## config.mk

```make
export PLATFORM = sky130hd
export DESIGN_NAME = obi_data_subsystem
export DESIGN_NICKNAME = d
export VERILOG_FILES = /design/src/hdl/obi_pkg.sv /design/src/hdl/obi_addr_decoder.sv /design/src/hdl/obi_alert_collector.sv /design/src/hdl/obi_data_adapter.sv /design/src/hdl/obi_data_subsystem.sv /design/src/hdl/obi_outstanding_fifo.sv
export SDC_FILE = /design/constraint.sdc
export NUM_CORES = 1
export LEC_CHECK = 0
export BUFFER_PORTS_ARGS = -buffer_cell sky130_fd_sc_hd__buf_4
export CORE_AREA = 2 2 159 161
export CTS_BUF_LIST = sky130_fd_sc_hd__clkbuf_2
export DETAILED_ROUTE_END_ITERATION = 7
export DIE_AREA = 0 0 161 163
export SLEW_MARGIN = 5
export SYNTH_ARGS = -nofsm -noshare
export SYNTH_HDL_FRONTEND = slang
export SYNTH_HIERARCHICAL = 1
export SYNTH_SLANG_ARGS = --single-unit
```

## constraint.sdc

```tcl
create_clock -name clk -period 2 [get_ports clk]
set_input_delay 0.4 -clock clk [delete_from_list [all_inputs] [get_ports clk]]
set_output_delay 0.4 -clock clk [all_outputs]
set_load 0.02 [all_outputs]
```

## src/hdl/obi_pkg.sv

```systemverilog
////////////////////////////////////////////////////////////////////////////
// OBI data port package
// Shared widths and the request, response and bus channel structs used by
// the data-side OBI adapters, decoder and subsystem top level
////////////////////////////////////////////////////////////////////////////

`default_nettype none

package obi_pkg;

  // Address and data word widths
  localparam int unsigned ADDR_W = 32;
  localparam int unsigned DATA_W = 32;
  localparam int unsigned BE_W   = DATA_W / 8;
  localparam int unsigned PROT_W = 3;

  // Address phase check bits, MSB first
  //   [9:6] even parity of wdata bytes 3..0
  //   [5]   odd parity of {be, we}
  //   [4]   odd parity of prot
  //   [3:0] even parity of addr bytes 3..0
  // Atomics, message ID and debug are not carried, so their terms drop out
  localparam int unsigned ACHK_W = 10;

  // Response check bits, MSB first
  //   [4:1] even parity of rdata bytes 3..0
  //   [0]   odd parity of err
  localparam int unsigned RCHK_W = 5;

  // Lowest address bit of the port select field
  localparam int unsigned PORT_SEL_LSB = 12;

  // Transaction request from the load/store side
  typedef struct packed {
    logic [ADDR_W-1:0] addr;
    logic              we;
    logic [BE_W-1:0]   be;
    logic [DATA_W-1:0] wdata;
    logic [PROT_W-1:0] prot;
    // Requester wants response checking
    logic              integrity;
  } obi_trans_t;

  // OBI A channel toward a slave
  typedef struct packed {
    logic              req;
    logic              reqpar;
    obi_trans_t        trans;
    logic [ACHK_W-1:0] achk;
  } obi_a_chan_t;

  // Grant side of the A channel
  typedef struct packed {
    logic gnt;
    logic gntpar;
  } obi_a_resp_t;

  // OBI R channel from a slave
  typedef struct packed {
    logic              rvalid;
    logic              rvalidpar;
    logic [DATA_W-1:0] rdata;
    logic              err;
    logic [RCHK_W-1:0] rchk;
  } obi_r_chan_t;

  // Response toward the requester, consumer always ready
  typedef struct packed {
    logic [DATA_W-1:0] rdata;
    logic              err;
    logic              integrity;
    logic              integrity_err;
  } obi_resp_t;

endpackage

`default_nettype wire

```

## src/hdl/obi_addr_decoder.sv

```systemverilog
////////////////////////////////////////////////////////////////////////////
// OBI address decoder
// Routes one transaction stream to a port picked by address bits and
// returns the grant of that port as ready
////////////////////////////////////////////////////////////////////////////

`default_nettype none

module obi_addr_decoder #(
  parameter int unsigned NUM_PORTS = 2
) (
  input  logic                 trans_valid_i,
  input  obi_pkg::obi_trans_t  trans_i,
  output logic                 trans_ready_o,
  output logic [NUM_PORTS-1:0] port_valid_o,
  output obi_pkg::obi_trans_t  port_trans_o,
  input  logic [NUM_PORTS-1:0] port_ready_i
);

  import obi_pkg::*;

  // Select field width, at least one bit so the slice stays legal
  localparam int unsigned SEL_W = (NUM_PORTS > 1) ? $clog2(NUM_PORTS) : 1;

  logic [SEL_W-1:0] sel;
  logic             sel_in_range;

  // Single port builds route everything to port 0
  assign sel          = (NUM_PORTS > 1) ? trans_i.addr[PORT_SEL_LSB +: SEL_W] : '0;
  assign sel_in_range = (sel < NUM_PORTS);

  // Payload fans out to every port, only valid is steered
  assign port_trans_o = trans_i;

  always_comb begin
    port_valid_o  = '0;
    trans_ready_o = 1'b0;
    // Indices past NUM_PORTS only exist for non power of two counts
    if (sel_in_range) begin
      port_valid_o[sel] = trans_valid_i;
      trans_ready_o     = port_ready_i[sel];
    end
  end

  // At most one adapter sees a request at any time
  always_comb begin
    a_valid_onehot: assert ($onehot0(port_valid_o))
      else $error("decoder drove more than one port valid");
  end

endmodule

`default_nettype wire

```

## src/hdl/obi_alert_collector.sv

```systemverilog
////////////////////////////////////////////////////////////////////////////
// OBI alert collector
// Folds the error strobes of all ports into sticky major and protocol
// alert levels, cleared only by reset
////////////////////////////////////////////////////////////////////////////

`default_nettype none

module obi_alert_collector #(
  parameter int unsigned NUM_PORTS = 2
) (
  input  logic                 clk,
  input  logic                 reset_i,
  input  logic [NUM_PORTS-1:0] integrity_err_i,
  input  logic [NUM_PORTS-1:0] protocol_err_i,
  output logic                 alert_major_o,
  output logic                 alert_protocol_o
);

  logic alert_major_q;
  logic alert_protocol_q;
  logic any_integrity_err;
  logic any_protocol_err;

  // Any port error counts
  assign any_integrity_err = |integrity_err_i;
  assign any_protocol_err  = |protocol_err_i;

  // Sticky levels, one cycle after the first error
  always_ff @(posedge clk) begin
    if (reset_i) begin
      alert_major_q    <= 1'b0;
      alert_protocol_q <= 1'b0;
    end else begin
      if (any_integrity_err) begin
        alert_major_q <= 1'b1;
      end
      if (any_protocol_err) begin
        alert_protocol_q <= 1'b1;
      end
    end
  end

  assign alert_major_o    = alert_major_q;
  assign alert_protocol_o = alert_protocol_q;

endmodule

`default_nettype wire

```

## src/hdl/obi_data_adapter.sv

```systemverilog
////////////////////////////////////////////////////////////////////////////
// OBI data adapter
// Drives one OBI A channel with check bits, passes the R channel back as
// a response and checks grant, rvalid and response integrity
////////////////////////////////////////////////////////////////////////////

`default_nettype none

module obi_data_adapter #(
  parameter int unsigned MAX_OUTSTANDING = 2,
  parameter bit          SECURE          = 1'b1
) (
  input  logic                 clk,
  input  logic                 reset_i,
  input  logic                 trans_valid_i,
  input  obi_pkg::obi_trans_t  trans_i,
  output logic                 trans_ready_o,
  output obi_pkg::obi_a_chan_t obi_a_chan_o,
  input  obi_pkg::obi_a_resp_t obi_a_resp_i,
  input  obi_pkg::obi_r_chan_t obi_r_chan_i,
  output logic                 resp_valid_o,
  output obi_pkg::obi_resp_t   resp_o,
  output logic                 integrity_err_o,
  output logic                 protocol_err_o
);

  import obi_pkg::*;

  logic              full;
  logic              req;
  logic              gntpar_err;
  logic              gntpar_err_resp;
  logic              integrity_resp;
  logic              fifo_protocol_err;
  logic              resp_integrity_err;
  logic [RCHK_W-1:0] rchk_exp;

  ////////////////////////////////////////////////////////////////////////////
  // A channel
  ////////////////////////////////////////////////////////////////////////////

  // Request held back while MAX_OUTSTANDING transactions are in flight
  assign req           = trans_valid_i && !full;
  assign trans_ready_o = obi_a_resp_i.gnt && !full;

  always_comb begin
    obi_a_chan_o.req    = req;
    obi_a_chan_o.reqpar = !req;
    obi_a_chan_o.trans  = trans_i;
    // Byte parities even, control groups odd
    obi_a_chan_o.achk   = {^trans_i.wdata[31:24], ^trans_i.wdata[23:16],
                           ^trans_i.wdata[15:8], ^trans_i.wdata[7:0],
                           ~^{trans_i.be, trans_i.we},
                           ~^trans_i.prot,
                           ^trans_i.addr[31:24], ^trans_i.addr[23:16],
                           ^trans_i.addr[15:8], ^trans_i.addr[7:0]};
  end

  ////////////////////////////////////////////////////////////////////////////
  // R channel
  ////////////////////////////////////////////////////////////////////////////

  assign resp_valid_o = obi_r_chan_i.rvalid;

  // Expected rchk from the returned word
  assign rchk_exp = {^obi_r_chan_i.rdata[31:24], ^obi_r_chan_i.rdata[23:16],
                     ^obi_r_chan_i.rdata[15:8], ^obi_r_chan_i.rdata[7:0],
                     ~obi_r_chan_i.err};

  always_comb begin
    resp_o.rdata         = obi_r_chan_i.rdata;
    resp_o.err           = obi_r_chan_i.err;
    resp_o.integrity     = SECURE ? integrity_resp : 1'b0;
    resp_o.integrity_err = resp_integrity_err;
  end

  // Outstanding tracking is kept in every build for the in-flight limit
  obi_outstanding_fifo #(
    .MAX_OUTSTANDING (MAX_OUTSTANDING)
  ) u_fifo (
    .clk               (clk),
    .reset_i           (reset_i),
    .push_i            (req && obi_a_resp_i.gnt),
    .gntpar_err_i      (gntpar_err),
    .integrity_i       (trans_i.integrity),
    .we_i              (trans_i.we),
    .pop_i             (obi_r_chan_i.rvalid),
    .full_o            (full),
    .gntpar_err_resp_o (gntpar_err_resp),
    .integrity_resp_o  (integrity_resp),
    .protocol_err_o    (fifo_protocol_err)
  );

  ////////////////////////////////////////////////////////////////////////////
  // Integrity checks
  ////////////////////////////////////////////////////////////////////////////

  if (SECURE) begin : g_secure
    logic rvalidpar_err;
    logic rchk_err;

    // Parity lines are the inverse of their strobe, checked every cycle
    assign gntpar_err    = (obi_a_resp_i.gnt == obi_a_resp_i.gntpar);
    assign rvalidpar_err = (obi_r_chan_i.rvalid == obi_r_chan_i.rvalidpar);

    // rchk only checked when the requester asked for it
    assign rchk_err = integrity_resp && (obi_r_chan_i.rchk != rchk_exp);

    assign resp_integrity_err = rvalidpar_err ||
                                (obi_r_chan_i.rvalid && (gntpar_err_resp || rchk_err));
    assign integrity_err_o    = resp_integrity_err || gntpar_err;
    assign protocol_err_o     = fifo_protocol_err;
  end else begin : g_no_secure
    assign gntpar_err         = 1'b0;
    assign resp_integrity_err = 1'b0;
    assign integrity_err_o    = 1'b0;
    assign protocol_err_o     = 1'b0;
  end

  // OBI rule, an ungranted request keeps req and payload until its transfer
  a_req_stable: assert property (@(posedge clk) disable iff (reset_i)
    req && !obi_a_resp_i.gnt |=> req && $stable(obi_a_chan_o.trans))
    else $error("OBI request changed before grant");

endmodule

`default_nettype wire

```

## src/hdl/obi_data_subsystem.sv

```systemverilog
////////////////////////////////////////////////////////////////////////////
// OBI data subsystem
// Address decoder, one data adapter per port and the alert collector
////////////////////////////////////////////////////////////////////////////

`default_nettype none

module obi_data_subsystem #(
  parameter int unsigned NUM_PORTS       = 2,
  parameter int unsigned MAX_OUTSTANDING = 2,
  parameter bit          SECURE          = 1'b1
) (
  input  logic                 clk,
  input  logic                 reset_i,
  input  logic                 trans_valid_i,
  input  obi_pkg::obi_trans_t  trans_i,
  output logic                 trans_ready_o,
  output obi_pkg::obi_a_chan_t obi_a_chan_o [NUM_PORTS],
  input  obi_pkg::obi_a_resp_t obi_a_resp_i [NUM_PORTS],
  input  obi_pkg::obi_r_chan_t obi_r_chan_i [NUM_PORTS],
  output logic [NUM_PORTS-1:0] resp_valid_o,
  output obi_pkg::obi_resp_t   resp_o [NUM_PORTS],
  output logic                 alert_major_o,
  output logic                 alert_protocol_o
);

  import obi_pkg::*;

  logic [NUM_PORTS-1:0] port_valid;
  logic [NUM_PORTS-1:0] port_ready;
  logic [NUM_PORTS-1:0] integrity_err;
  logic [NUM_PORTS-1:0] protocol_err;
  obi_trans_t           port_trans;

  // Port select from address bits
  obi_addr_decoder #(
    .NUM_PORTS (NUM_PORTS)
  ) u_decoder (
    .trans_valid_i (trans_valid_i),
    .trans_i       (trans_i),
    .trans_ready_o (trans_ready_o),
    .port_valid_o  (port_valid),
    .port_trans_o  (port_trans),
    .port_ready_i  (port_ready)
  );

  // One adapter per OBI port
  for (genvar p = 0; p < NUM_PORTS; p++) begin : g_port
    obi_data_adapter #(
      .MAX_OUTSTANDING (MAX_OUTSTANDING),
      .SECURE          (SECURE)
    ) u_adapter (
      .clk             (clk),
      .reset_i         (reset_i),
      .trans_valid_i   (port_valid[p]),
      .trans_i         (port_trans),
      .trans_ready_o   (port_ready[p]),
      .obi_a_chan_o    (obi_a_chan_o[p]),
      .obi_a_resp_i    (obi_a_resp_i[p]),
      .obi_r_chan_i    (obi_r_chan_i[p]),
      .resp_valid_o    (resp_valid_o[p]),
      .resp_o          (resp_o[p]),
      .integrity_err_o (integrity_err[p]),
      .protocol_err_o  (protocol_err[p])
    );
  end

  obi_alert_collector #(
    .NUM_PORTS (NUM_PORTS)
  ) u_alerts (
    .clk              (clk),
    .reset_i          (reset_i),
    .integrity_err_i  (integrity_err),
    .protocol_err_i   (protocol_err),
    .alert_major_o    (alert_major_o),
    .alert_protocol_o (alert_protocol_o)
  );

endmodule

`default_nettype wire

```

## src/hdl/obi_outstanding_fifo.sv

```systemverilog
////////////////////////////////////////////////////////////////////////////
// OBI outstanding transaction FIFO
// Stores per-transaction attributes when granted, hands them back in order
// when the response arrives, and flags responses with nothing pending
////////////////////////////////////////////////////////////////////////////

`default_nettype none

module obi_outstanding_fifo #(
  parameter int unsigned MAX_OUTSTANDING = 2
) (
  input  logic clk,
  input  logic reset_i,
  input  logic push_i,
  input  logic gntpar_err_i,
  input  logic integrity_i,
  input  logic we_i,
  input  logic pop_i,
  output logic full_o,
  output logic gntpar_err_resp_o,
  output logic integrity_resp_o,
  output logic protocol_err_o
);

  localparam int unsigned PTR_W = (MAX_OUTSTANDING > 1) ? $clog2(MAX_OUTSTANDING) : 1;
  localparam int unsigned CNT_W = $clog2(MAX_OUTSTANDING + 1);

  // One entry per granted transaction
  typedef struct packed {
    logic gntpar_err;
    logic integrity;
    logic we;
  } entry_t;

  entry_t           mem_q [MAX_OUTSTANDING];
  entry_t           head;
  logic [PTR_W-1:0] wptr_q;
  logic [PTR_W-1:0] rptr_q;
  logic [CNT_W-1:0] count_q;
  logic             empty;
  logic             pop_ok;

  // Circular pointer step
  function automatic logic [PTR_W-1:0] ptr_next(input logic [PTR_W-1:0] ptr);
    return (ptr == PTR_W'(MAX_OUTSTANDING - 1)) ? '0 : ptr + 1'b1;
  endfunction

  assign empty  = (count_q == '0);
  assign full_o = (count_q == CNT_W'(MAX_OUTSTANDING));
  assign head   = mem_q[rptr_q];

  // A response with no transaction pending is a protocol error and is dropped
  assign pop_ok         = pop_i && !empty;
  assign protocol_err_o = pop_i && empty;

  // Head attributes, masked while empty
  assign gntpar_err_resp_o = !empty && head.gntpar_err;
  assign integrity_resp_o  = !empty && head.integrity;

  ////////////////////////////////////////////////////////////////////////////
  // Pointers and count
  ////////////////////////////////////////////////////////////////////////////

  always_ff @(posedge clk) begin
    if (reset_i) begin
      wptr_q  <= '0;
      rptr_q  <= '0;
      count_q <= '0;
    end else begin
      if (push_i) begin
        wptr_q <= ptr_next(wptr_q);
      end
      if (pop_ok) begin
        rptr_q <= ptr_next(rptr_q);
      end
      // Push and pop together leave the count unchanged
      case ({push_i, pop_ok})
        2'b10:   count_q <= count_q + 1'b1;
        2'b01:   count_q <= count_q - 1'b1;
        default: count_q <= count_q;
      endcase
    end
  end

  // Entry storage
  always_ff @(posedge clk) begin
    if (push_i) begin
      mem_q[wptr_q] <= '{gntpar_err: gntpar_err_i, integrity: integrity_i, we: we_i};
    end
  end

  // Adapter holds req low while full
  a_no_push_full: assert property (@(posedge clk) disable iff (reset_i)
    push_i |-> !full_o)
    else $error("push into full outstanding FIFO");

  // Every popped entry was written by an earlier push
  a_head_written: assert property (@(posedge clk) disable iff (reset_i)
    pop_ok |-> !$isunknown(head))
    else $error("pop of an entry that was never written");

endmodule

`default_nettype wire

```

# [After elaboration in Yosys (flattened, before gate mapping)]
# Memory sizes are Yosys's and may differ from the RTL's. A register that Yosys moved wholly into a read port is not among the register bits.
# Cells that the tools add are included.
[classes] n_addsub=8 muxes=18 order_cmp=2 n_reduce_logical=55 bitwise=3 n_eq_ne=12
[op_table] operator="XOR reduction 8 bit" n=16
[op_table] operator="logical AND 1 bit" n=19
[op_table] operator="two-way mux 1 bit" n=15
[op_table] operator="inequality test 5 bit" n=2
[op_table] operator="equality test 2 bit, second input constant" n=4
[op_table] operator="case mux 2 bit (2 select lines)" n=2
[op_table] operator="zero test 1 bit" n=6
[op_table] operator="logical OR 1 bit" n=6
[op_table] operator="XNOR reduction 5 bit" n=1
[op_table] operator="adder 1 bit, second input constant" n=4
[op_table] operator="adder 2 x 1 -> 2 bit, second input constant" n=2
[op_table] operator="equality test 1 bit" n=4
[op_table] operator="equality test 2 x 1 -> 1 bit, second input constant" n=2
[op_table] operator="zero test 2 bit" n=2
[op_table] operator="nonzero test 2 bit" n=2
[op_table] operator="OR reduction 2 bit" n=2
[op_table] operator="subtractor 2 x 1 -> 2 bit, second input constant" n=2
[op_table] operator="XNOR reduction 3 bit" n=1
[op_table] operator="AND 2 bit" n=1
[op_table] operator="< comparator 1 x 2 -> 1 bit, second input constant" n=1
[op_table] operator="NOT 1 bit" n=2
[op_table] operator="demux 1 bit (select 1 bit)" n=1
[op_table] operator="greater-or-equal comparator 1 bit, second input constant" n=1
[totals] reg_bits=10 out_inout_bits=245 mem_bits_rw=12 inputBits=160 memories=2
[memory_table] memory="g_port[0].u_adapter.u_fifo.mem_q" words=2 word_bits=3 rd=1 rd_clocked_by_memory_dff=1 write_ports=1 line_no="obi_outstanding_fifo.sv:35" text="entry_t mem_q [MAX_OUTSTANDING];"
[memory_table] memory="g_port[1].u_adapter.u_fifo.mem_q" words=2 word_bits=3 rd=1 rd_clocked_by_memory_dff=1 write_ports=1 line_no="obi_outstanding_fifo.sv:35"

# [Longest topological paths before layout]
# Gate-level depths: netlist of run 1.
[depth] word_depth=9 mapped_depth=9 depth_no_buf=9

# [Cells and area by module]
# The synthesis of run 1 kept the hierarchy.
[by_module_without_submodules] module="obi_data_adapter" seq_area_each_um2=0.0 area_per_inst_um2=1776.7 n_inst=2 cells_per_inst=215
[by_module_without_submodules] module="obi_outstanding_fifo" seq_area_each_um2=220.2 area_per_inst_um2=367.9 n_inst=2 cells_per_inst=33
[by_module_without_submodules] module="obi_addr_decoder" seq_area_each_um2=0.0 area_per_inst_um2=579.3 n_inst=1 cells_per_inst=76
[by_module_without_submodules] module="obi_alert_collector" seq_area_each_um2=40.0 area_per_inst_um2=57.6 n_inst=1 cells_per_inst=6

# [Least setup slack after synthesis of run 1]
# No wires, ideal clock.
[synth_timing] path_type="input to output" startpoint="input port obi_r_chan_i[8] in the netlist's numbering" endpoint="output port resp_o[0] in the netlist's numbering" cell_stages=6 t_arrival_ps=1647 path_slack_ps=-47 path_cell_list="xnor2_1 xnor3_2 xnor2_1 nor4_2 o21ai_0 buf_4"
[synth_between] elab_chain_len=6
[synth_lines] element="start, declared" line_no="obi_data_subsystem.sv:20" text="input obi_pkg::obi_r_chan_t obi_r_chan_i [NUM_PORTS],"
[synth_lines] element="XOR reduction 8 bit" line_no="obi_data_adapter.sv:67" text="^obi_r_chan_i.rdata[15:8], ^obi_r_chan_i.rdata[7:0],"
[synth_lines] element="inequality test 5 bit" line_no="obi_data_adapter.sv:107" text="assign rchk_err = integrity_resp && (obi_r_chan_i.rchk != rchk_exp);"
[synth_lines] element="logical AND 1 bit" line_no="obi_data_adapter.sv:107"
[synth_lines] element="logical OR 1 bit" line_no="obi_data_adapter.sv:110" text="(obi_r_chan_i.rvalid && (gntpar_err_resp || rchk_err));"
[synth_lines] element="logical AND 1 bit" line_no="obi_data_adapter.sv:110"
[synth_lines] element="logical OR 1 bit" line_no="obi_data_adapter.sv:109" text="assign resp_integrity_err = rvalidpar_err ||"
[synth_lines] element="end, declared" line_no="obi_data_subsystem.sv:22" text="output obi_pkg::obi_resp_t resp_o [NUM_PORTS],"
# Every way passes these cells.

==> impl_metrics.env, run 1 <==
export IMPL_seq_area_frac_synth=0.09754
export IMPL_grt_start_max_net_pins=13
export IMPL_detailedPlace_worstSlack_ns=-0.5065
export IMPL_clock_skew_final_ns=0.02142
export IMPL_die_x_um=161
export IMPL_endpoint_class_of_the_critical_path="output port"
export IMPL_htreeDepth=1
export IMPL_clk_latency_ns=0.32
export IMPL_initial_utilization=0.1996
export IMPL_timing_final_setup_violations=2
export IMPL_final_min_clock_period_ns=2.334
export IMPL_fin_cells=1049
export IMPL_tritoncts="yes"
export IMPL_io_pins=405
export IMPL_hold_violations=0
export IMPL_post_route_drc_count=0
export IMPL_placedCellCount=1044
export IMPL_timing_hold_ws_ns=0.2842
export IMPL_syn2layout_area_growth_pct=32.61
export IMPL_power_switching_fraction=0.4246
export IMPL_status="finished, violations left"
export IMPL_core_area_um2=24670
export IMPL_detailedRoute_firstPassIterationCount=4
export IMPL_dieArea_um2=26240
export IMPL_grt_pass1_wl_um=17990
export IMPL_grt_antenna_before_repair=0
export IMPL_utilization=0.2648
export IMPL_clkSinkCount=20
export IMPL_combinationalPowerShare=0.769
export IMPL_drt_vias_per_instance=3.391
export IMPL_post_drt_wl_per_cell_um=12.38
export IMPL_detailedRoute_firstIterationViolations=85
export IMPL_hp_class="in -> reg"
export IMPL_worst_r2r_path_depth=8
export IMPL_worstPathRequired_ns=1.60
export IMPL_tritoncts_num_buffers=3
export IMPL_internal_power_w=0.001973
export IMPL_worst_ep_arrival_time_ns=1.93
export IMPL_rrSetupSlack_ns=0.12
export IMPL_power_net_switching_w=0.001456
export IMPL_netlist_instances=578
export IMPL_seq_power_share=0.144
export IMPL_detailedPlacementHpwl_um=11820
export IMPL_worst_hold_path_num_cells=1
export IMPL_post_synth_design_cell_area_um2=4926
export IMPL_timing_final_ws_setup_ns=-0.3336
export IMPL_setup_repair_after_global_routing_missed_its_margin="true"
export IMPL_worst_path_max_fanout=2
export IMPL_num_nets_final=882
export IMPL_critPathLaunchType="primary input"
export IMPL_ys_ff_latch=20
export IMPL_fillCellCount=2697
export IMPL_fmaxAchievable_mhz=428.5
export IMPL_routed_wirelength_um=12980
export IMPL_cts_root_to_sink_buffers=2
export IMPL_cts_clk_slew_worst_paths_ns=0.21
export IMPL_detailroute_via_count=3557
export IMPL_slew_headroom=0.7163
export IMPL_worst_vdd_ir_v=0.0003563
export IMPL_number_of_global_route_vias_before_repair=3385
export IMPL_power_per_cell_area_nw_per_um2=525.0
export IMPL_post_synth_num_cell_types=24
export IMPL_timing_worst_slew_pin_value_ns=0.4211
export IMPL_standby_leakage_power_nw=3.133
export IMPL_place_congestion=0.8066
export IMPL_overflow=0
export IMPL_failed_checks="negative setup slack"
export IMPL_totalNegativeSetupSlack_ns=-0.5873
export IMPL_final_cycle_share=1.167
export IMPL_port_bufs=404
export IMPL_n_antenna_cell=0
export IMPL_count_of_warnings_emitted_by_yosys=6
export IMPL_ant_nets=0
export IMPL_gr_usage_all_layers=0.08663
export IMPL_floorplan_rows=58
export IMPL_cap_viol_max_count=0
export IMPL_fp_dieH_um=163
export IMPL_type_of_the_worst_setup_path="in -> out"
export IMPL_slew_violations=0
export IMPL_clock_tree_root="clkbuf_2"
export IMPL_clockPowerShare=0.087
export IMPL_syn_avg_cell_area_um2=8.522
export IMPL_post_synth_net_total=740
export IMPL_cts_hold_repair_buffers=0
export IMPL_drive_gt1_frac=0.6370
[Yosys cell counts]
cell type / n / area (um^2)
mux2i_1: 6 / 60.06
and2b_2: 3 / 26.28
a21oi_1: 2 / 10.01
nor4_2: 2 / 25.02
mux2_4: 1 / 15.01
and2_1: 6 / 37.54
o21ai_0: 8 / 40.04
nand2_1: 2 / 7.510
or3_1: 2 / 12.51
buf_4: 293 / 2200
ha_1: 2 / 25.02
o211ai_1: 2 / 15.01
nor2_1: 20 / 75.07
xnor3_1: 8 / 180.2
nand2b_1: 6 / 37.54
dfxtp_1: 12 / 240.2
xor2_1: 34 / 297.8
nor2b_1: 4 / 25.02
edfxtp_1: 8 / 240.2
inv_1: 8 / 30.03
nor3_1: 2 / 10.01
and2_2: 1 / 7.510
xnor2_1: 144 / 1261
xnor3_2: 2 / 47.55
[cells in the final DEF, fill, tap and decap left out, types with 5 or more instances in the layout]
cell        n
xnor2_2     8
inv_1       8
xnor3_1     8
and2_1      5
buf_6       6
nor2_1     20
xor2_1     34
buf_4     422
xnor2_1   136
edfxtp_1    8
o21ai_0     6
dfxtp_1     9
mux2i_1     6
[what timing repair did]
action | in CTS | in global routing
hold endpoints to repair | 0 | 0
setup buffers | 1 | 1
endpoints found under the setup margin | 2 | 6
resized for setup | 9 | 17
pin swaps | 8 | 16
[power by group through the flow]
stage	sequential [W]	combinational, W	clock, W
2_1_floorplan	0.000510	0.00188	0
6_report	0.000494	0.00264	0.000299
4_1_cts	0.000493	0.00264	0.000307
3_5_place_dp	0.000501	0.00261	0
5_1_grt	0.000499	0.00281	0.000329
3_3_place_gp	0.000501	0.00259	0
[layer usage]
layer  track usage  vias to the layer above  routed length, um
met5             0                        -                  0
met4      0.008929                        0                122
met3       0.01324                        4                837
met2        0.1617                      170               6824
met1        0.1083                     1612               5201
li1              -                     1771                  -
[worst max-delay path, stage by stage]
cell	delay [ns]
buf_6	0.09
xor2_1	0.15
xnor3_1	0.43
mux2i_1	0.15
nor4_2	0.31
buf_4	0.18
o21ai_4	0.05
buf_6	0.15
[flip-flops by register name, indices dropped and copies added, names as in the netlist, named ones only]
signal / flops
g_port.u_adapter/u_fifo/count_q: 4
g_port.u_adapter/u_fifo/mem_q: 8
g_port.u_adapter/u_fifo/rptr_q: 2
g_port.u_adapter/u_fifo/wptr_q: 2
u_alerts/alert_major_o: 1
u_alerts/alert_protocol_o: 1
[stage by stage]
| step | area [um^2] | power (W) |
|---|---|---|
| global route | 6533 | 0.003640 |
| finish | 6533 | 0.003430 |
| CTS | 6455 | 0.003438 |
| detailed placement | 6365 | 0.003106 |
| global placement | 6365 | 0.003093 |
| floorplan | 4931 | 0.002387 |
[cells by family (layout without fill, tap and decap cells)]
| group | Yosys count | count (layout) | synth area share |
|---|---|---|---|
| xor gates and xnor gates | 188 | 188 | 0.3627 |
| and+or+nand+nor | 48 | 48 | 0.05360 |
| DFF | 20 | 20 | 0.09754 |
| AOI/OAI and AO/OA | 12 | 12 | 0.01321 |
| muxes | 7 | 7 | 0.01524 |
| adders and majority gates | 2 | 2 | 0.005079 |
| buffers and inverters | 301 | 442 | 0.4526 |
[cell type report]
class,instances,area (um^2),share of cell area
inverter,8,30.03,0.004597
timing repair buffer,430,3266,0.4999
multi-input combinational,257,2295,0.3513
clock inverter,1,30.03,0.004597
clock buffer,3,15.01,0.002298
sequential,20,484.2,0.07412
tap,330,412.9,0.06321
[path summary, 6_finish.rpt]
path                                    startpoint                                      to
max reg2reg  g_port[0].u_adapter/u_fifo/count_q[0]   g_port[0].u_adapter/u_fifo/count_q[1]
min reg2reg  g_port[0].u_adapter/u_fifo/count_q[1]   g_port[0].u_adapter/u_fifo/count_q[1]
min                                     trans_i[0]  g_port[1].u_adapter/u_fifo/mem_q[0][1]
max                               obi_r_chan_i[59]                              resp_o[35]
Note: power is estimated with default switching activity, not from simulation.
==> run 2: changes to the inputs <==
--- a/config.mk
+++ b/config.mk
@@ -5,11 +5,12 @@
 export SDC_FILE = /design/constraint.sdc
 export NUM_CORES = 1
 export LEC_CHECK = 0
+export ABC_AREA = 1
 export BUFFER_PORTS_ARGS = -buffer_cell sky130_fd_sc_hd__buf_4
-export CORE_AREA = 2 2 159 161
+export CORE_AREA = 2 2 156 158
 export CTS_BUF_LIST = sky130_fd_sc_hd__clkbuf_2
 export DETAILED_ROUTE_END_ITERATION = 7
-export DIE_AREA = 0 0 161 163
+export DIE_AREA = 0 0 158 160
 export SLEW_MARGIN = 5
 export SYNTH_ARGS = -nofsm -noshare
 export SYNTH_HDL_FRONTEND = slang
==> impl_metrics.env, run 2 <==
export IMPL_n_antenna_cell=0
export IMPL_dieArea_um2=25280
export IMPL_initial_utilization=0.2367
export IMPL_power_per_cell_area_nw_per_um2=437.8
export IMPL_post_synth_num_cell_types=22
export IMPL_port_bufs=404
export IMPL_hp_class="in -> reg"
export IMPL_tritoncts="yes"
export IMPL_report_power_total_w=0.003248
export IMPL_seq_power_share=0.147
export IMPL_largest_register_ff_count=8
export IMPL_rrSetupSlack_ns=0.24
export IMPL_worst_vdd_ir_v=0.0001854
export IMPL_num_nets_final=1134
export IMPL_syn_avg_cell_area_um2=6.720
export IMPL_type_of_the_worst_setup_path="in -> out"
export IMPL_fillCellCount=2612
export IMPL_worstPathRequired_ns=1.60
export IMPL_number_of_global_route_vias_before_repair=4199
export IMPL_critPathLaunchType="primary input"
export IMPL_endpoint_class_of_the_critical_path="output port"
export IMPL_detailedPlace_worstSlack_ns=-0.1815
export IMPL_clk_latency_ns=0.29
export IMPL_hold_path_startpoint="reset_i"
export IMPL_gr_usage_all_layers=0.09994
export IMPL_reg2reg_from="g_port[1].u_adapter/u_fifo/count_q[1]"
export IMPL_synth_area_top_cells="buf_4 39%, xnor2_1 19%, nand2_1 13%"
export IMPL_io_pins=405
export IMPL_multi_input_comb_area_um2=2903
export IMPL_drt_vias_per_instance=3.664
export IMPL_hold_violations=0
export IMPL_mostFrequentLayoutCell="buf_4"
export IMPL_cap_viol_max_count=0
export IMPL_syn2layout_area_growth_pct=31.60
export IMPL_count_of_warnings_emitted_by_yosys=6
export IMPL_combinationalPowerShare=0.806
export IMPL_max_flop_register="g_port.u_adapter/u_fifo/mem_q"
export IMPL_worst_hold_path_num_cells=2
export IMPL_detailroute_via_count=4741
export IMPL_worst_ep_arrival_time_ns=1.58
export IMPL_post_drt_wl_per_cell_um=11.15
export IMPL_seq_area_frac_synth=0.08522
export IMPL_ant_nets=0
export IMPL_core_area_um2=23820
export IMPL_r2r_end="g_port[1].u_adapter/u_fifo/count_q[1]"
export IMPL_drive_gt1_frac=0.5629
export IMPL_status="complete, no violations"
export IMPL_post_synth_design_cell_area_um2=5638
export IMPL_synth_commonest_cells="293 x buf_4, 188 x nand2_1, 122 x xnor2_1"
export IMPL_overflow=0
export IMPL_floorplan_rows=57
export IMPL_post_synth_top_area_fraction=0.3901
export IMPL_fmaxAchievable_mhz=505.0
export IMPL_timing_final_ws_setup_ns=0.01986
export IMPL_final_cycle_share=0.9901
export IMPL_slew_headroom=0.7517
export IMPL_power_switching_fraction=0.4696
export IMPL_internal_power_w=0.001723
export IMPL_cts_hold_repair_buffers=0
export IMPL_layout_top_registers="g_port.u_adapter/u_fifo/mem_q: 8 flops, g_port.u_adapter/u_fifo/count_q: 4 flops"
export IMPL_setup_repair_after_global_routing_missed_its_margin="true"
export IMPL_holdPathEnd="u_alerts/alert_protocol_o"
export IMPL_synth_most_common_cell="buf_4"
export IMPL_clock_skew_final_ns=0.003023
export IMPL_detailedRoute_firstPassIterationCount=4
export IMPL_htreeDepth=1
export IMPL_die_x_um=158
export IMPL_slew_violations=0
export IMPL_register_area_um2=485.5
export IMPL_detailedRoute_firstIterationViolations=126
export IMPL_async_reset_ff_frac=0
export IMPL_post_synth_net_total=1001
export IMPL_grt_antenna_before_repair=0
export IMPL_clkSinkCount=20
export IMPL_cts_root_to_sink_buffers=2
export IMPL_post_route_drc_count=0
export IMPL_final_cell_mix="402 x buf_4, 135 x nand2_1, 119 x xnor2_1, 57 x nand2_2, 55 x inv_1"
export IMPL_power_net_switching_w=0.001525
export IMPL_tritoncts_num_buffers=3
export IMPL_synth_top_flop_cell="dfxtp_1"
export IMPL_ys_ff_latch=20
export IMPL_cell_taking_the_most_area_after_synthesis="buf_4"
export IMPL_cts_clk_slew_worst_paths_ns=0.17
export IMPL_timing_worst_slew_pin_value_ns=0.3698
export IMPL_netlist_instances=839
export IMPL_timing_critical_path_from="obi_r_chan_i[15]"
export IMPL_standby_leakage_power_nw=3.828
export IMPL_grt_pass1_wl_um=20640
export IMPL_final_min_clock_period_ns=1.980
export IMPL_timing_final_setup_violations=0
export IMPL_worst_path_max_fanout=4
export IMPL_detailedPlacementHpwl_um=12780
export IMPL_place_congestion=0.7707
export IMPL_clock_tree_root="clkbuf_2"
export IMPL_fp_dieH_um=160
export IMPL_routed_wirelength_um=14430
export IMPL_worst_r2r_path_depth=12
export IMPL_clockPowerShare=0.046
export IMPL_grt_start_max_net_pins=11
export IMPL_synth_edf_count=8
[run 2: layout make-up]
class / count / share of cell area
inverter: 81 / 0.04334
tap: 324 / 0.05464
multi-input combinational: 443 / 0.3912
clock buffer: 3 / 0.002024
timing repair buffer: 423 / 0.4433
sequential: 20 / 0.06543
[run 2: kinds of logic (layout without fill, tap and decap cells)]
family,count (synthesis),in the layout,synth area share
adders and majority gates,2,2,0.004438
buffers and inverters,376,507,0.4481
DFF,20,20,0.08522
and+or+nand+nor,273,273,0.2093
xor gates and xnor gates,156,156,0.2423
AOI/OAI and AO/OA,12,12,0.01065
[run 2: worst max-delay path: stages]
cell and delay [ns]:
buf_8 0.11, nor2_4 0.12, nor2_4 0.04, nand2_1 0.06, nand2_1 0.06, nand2_2 0.08, nand2_1 0.05, nand2_1 0.07
nand2_1 0.05, nor2_1 0.12, nand3_2 0.09, nand2_1 0.06, nand2_1 0.05, nand2_2 0.07, inv_2 0.04, buf_6 0.12
[run 2: worst max-delay path by stage]
stage	endpoint	depth (start not counted)
6_report	resp_o[0]	16
5_1_grt	resp_o[0]	17
4_1_cts	resp_o[35]	17
3_5_place_dp	resp_o[35]	14
3_3_place_gp	resp_o[35]	14
2_1_floorplan	resp_o[0]	15
[run 2: repair_timing]
| action | 4_1_cts | 5_1_grt |
|---|---|---|
| gates resized for setup | 33 | 107 |
| buffers inserted | 5 | 3 |
| pin swaps | 32 | 85 |
| setup endpoints to repair | 2 | 5 |
[run 2: power groups by stage]
stage	combinational [W]	clock (W)	sequential [W]
final	0.00262	0.000150	0.000479
after global routing	0.00282	0.000181	0.000484
after CTS	0.00255	0.000161	0.000479
after detailed placement	0.00250	0	0.000488
after global placement	0.00247	0	0.000487
after floorplan	0.00185	0	0.000482
[run 2: metrics by stage]
step	hold slack, ns	instance area [um^2]	utilization	instances	setup TNS [ns]
4_1_cts	0.2863	7103	0.2982	1291	-0.01928
6_report	0.3010	7420	0.3115	1294	0
2_1_floorplan	0.4691	5638	-	839	0
5_1_grt	0.2734	7420	0.3115	1294	-0.2123
3_3_place_gp	0.4414	6944	0.2915	1284	-0.2536
3_5_place_dp	0.4437	6944	0.2915	1284	-0.2719
[run 2: metal layers]
layer,track usage,up-vias,part of all wire
met2,0.1741,140,0.51
li1,-,2471,-
met1,0.1380,2128,0.43
met4,0.01106,0,0.0029
met5,0,-,0
met3,0.008141,2,0.049
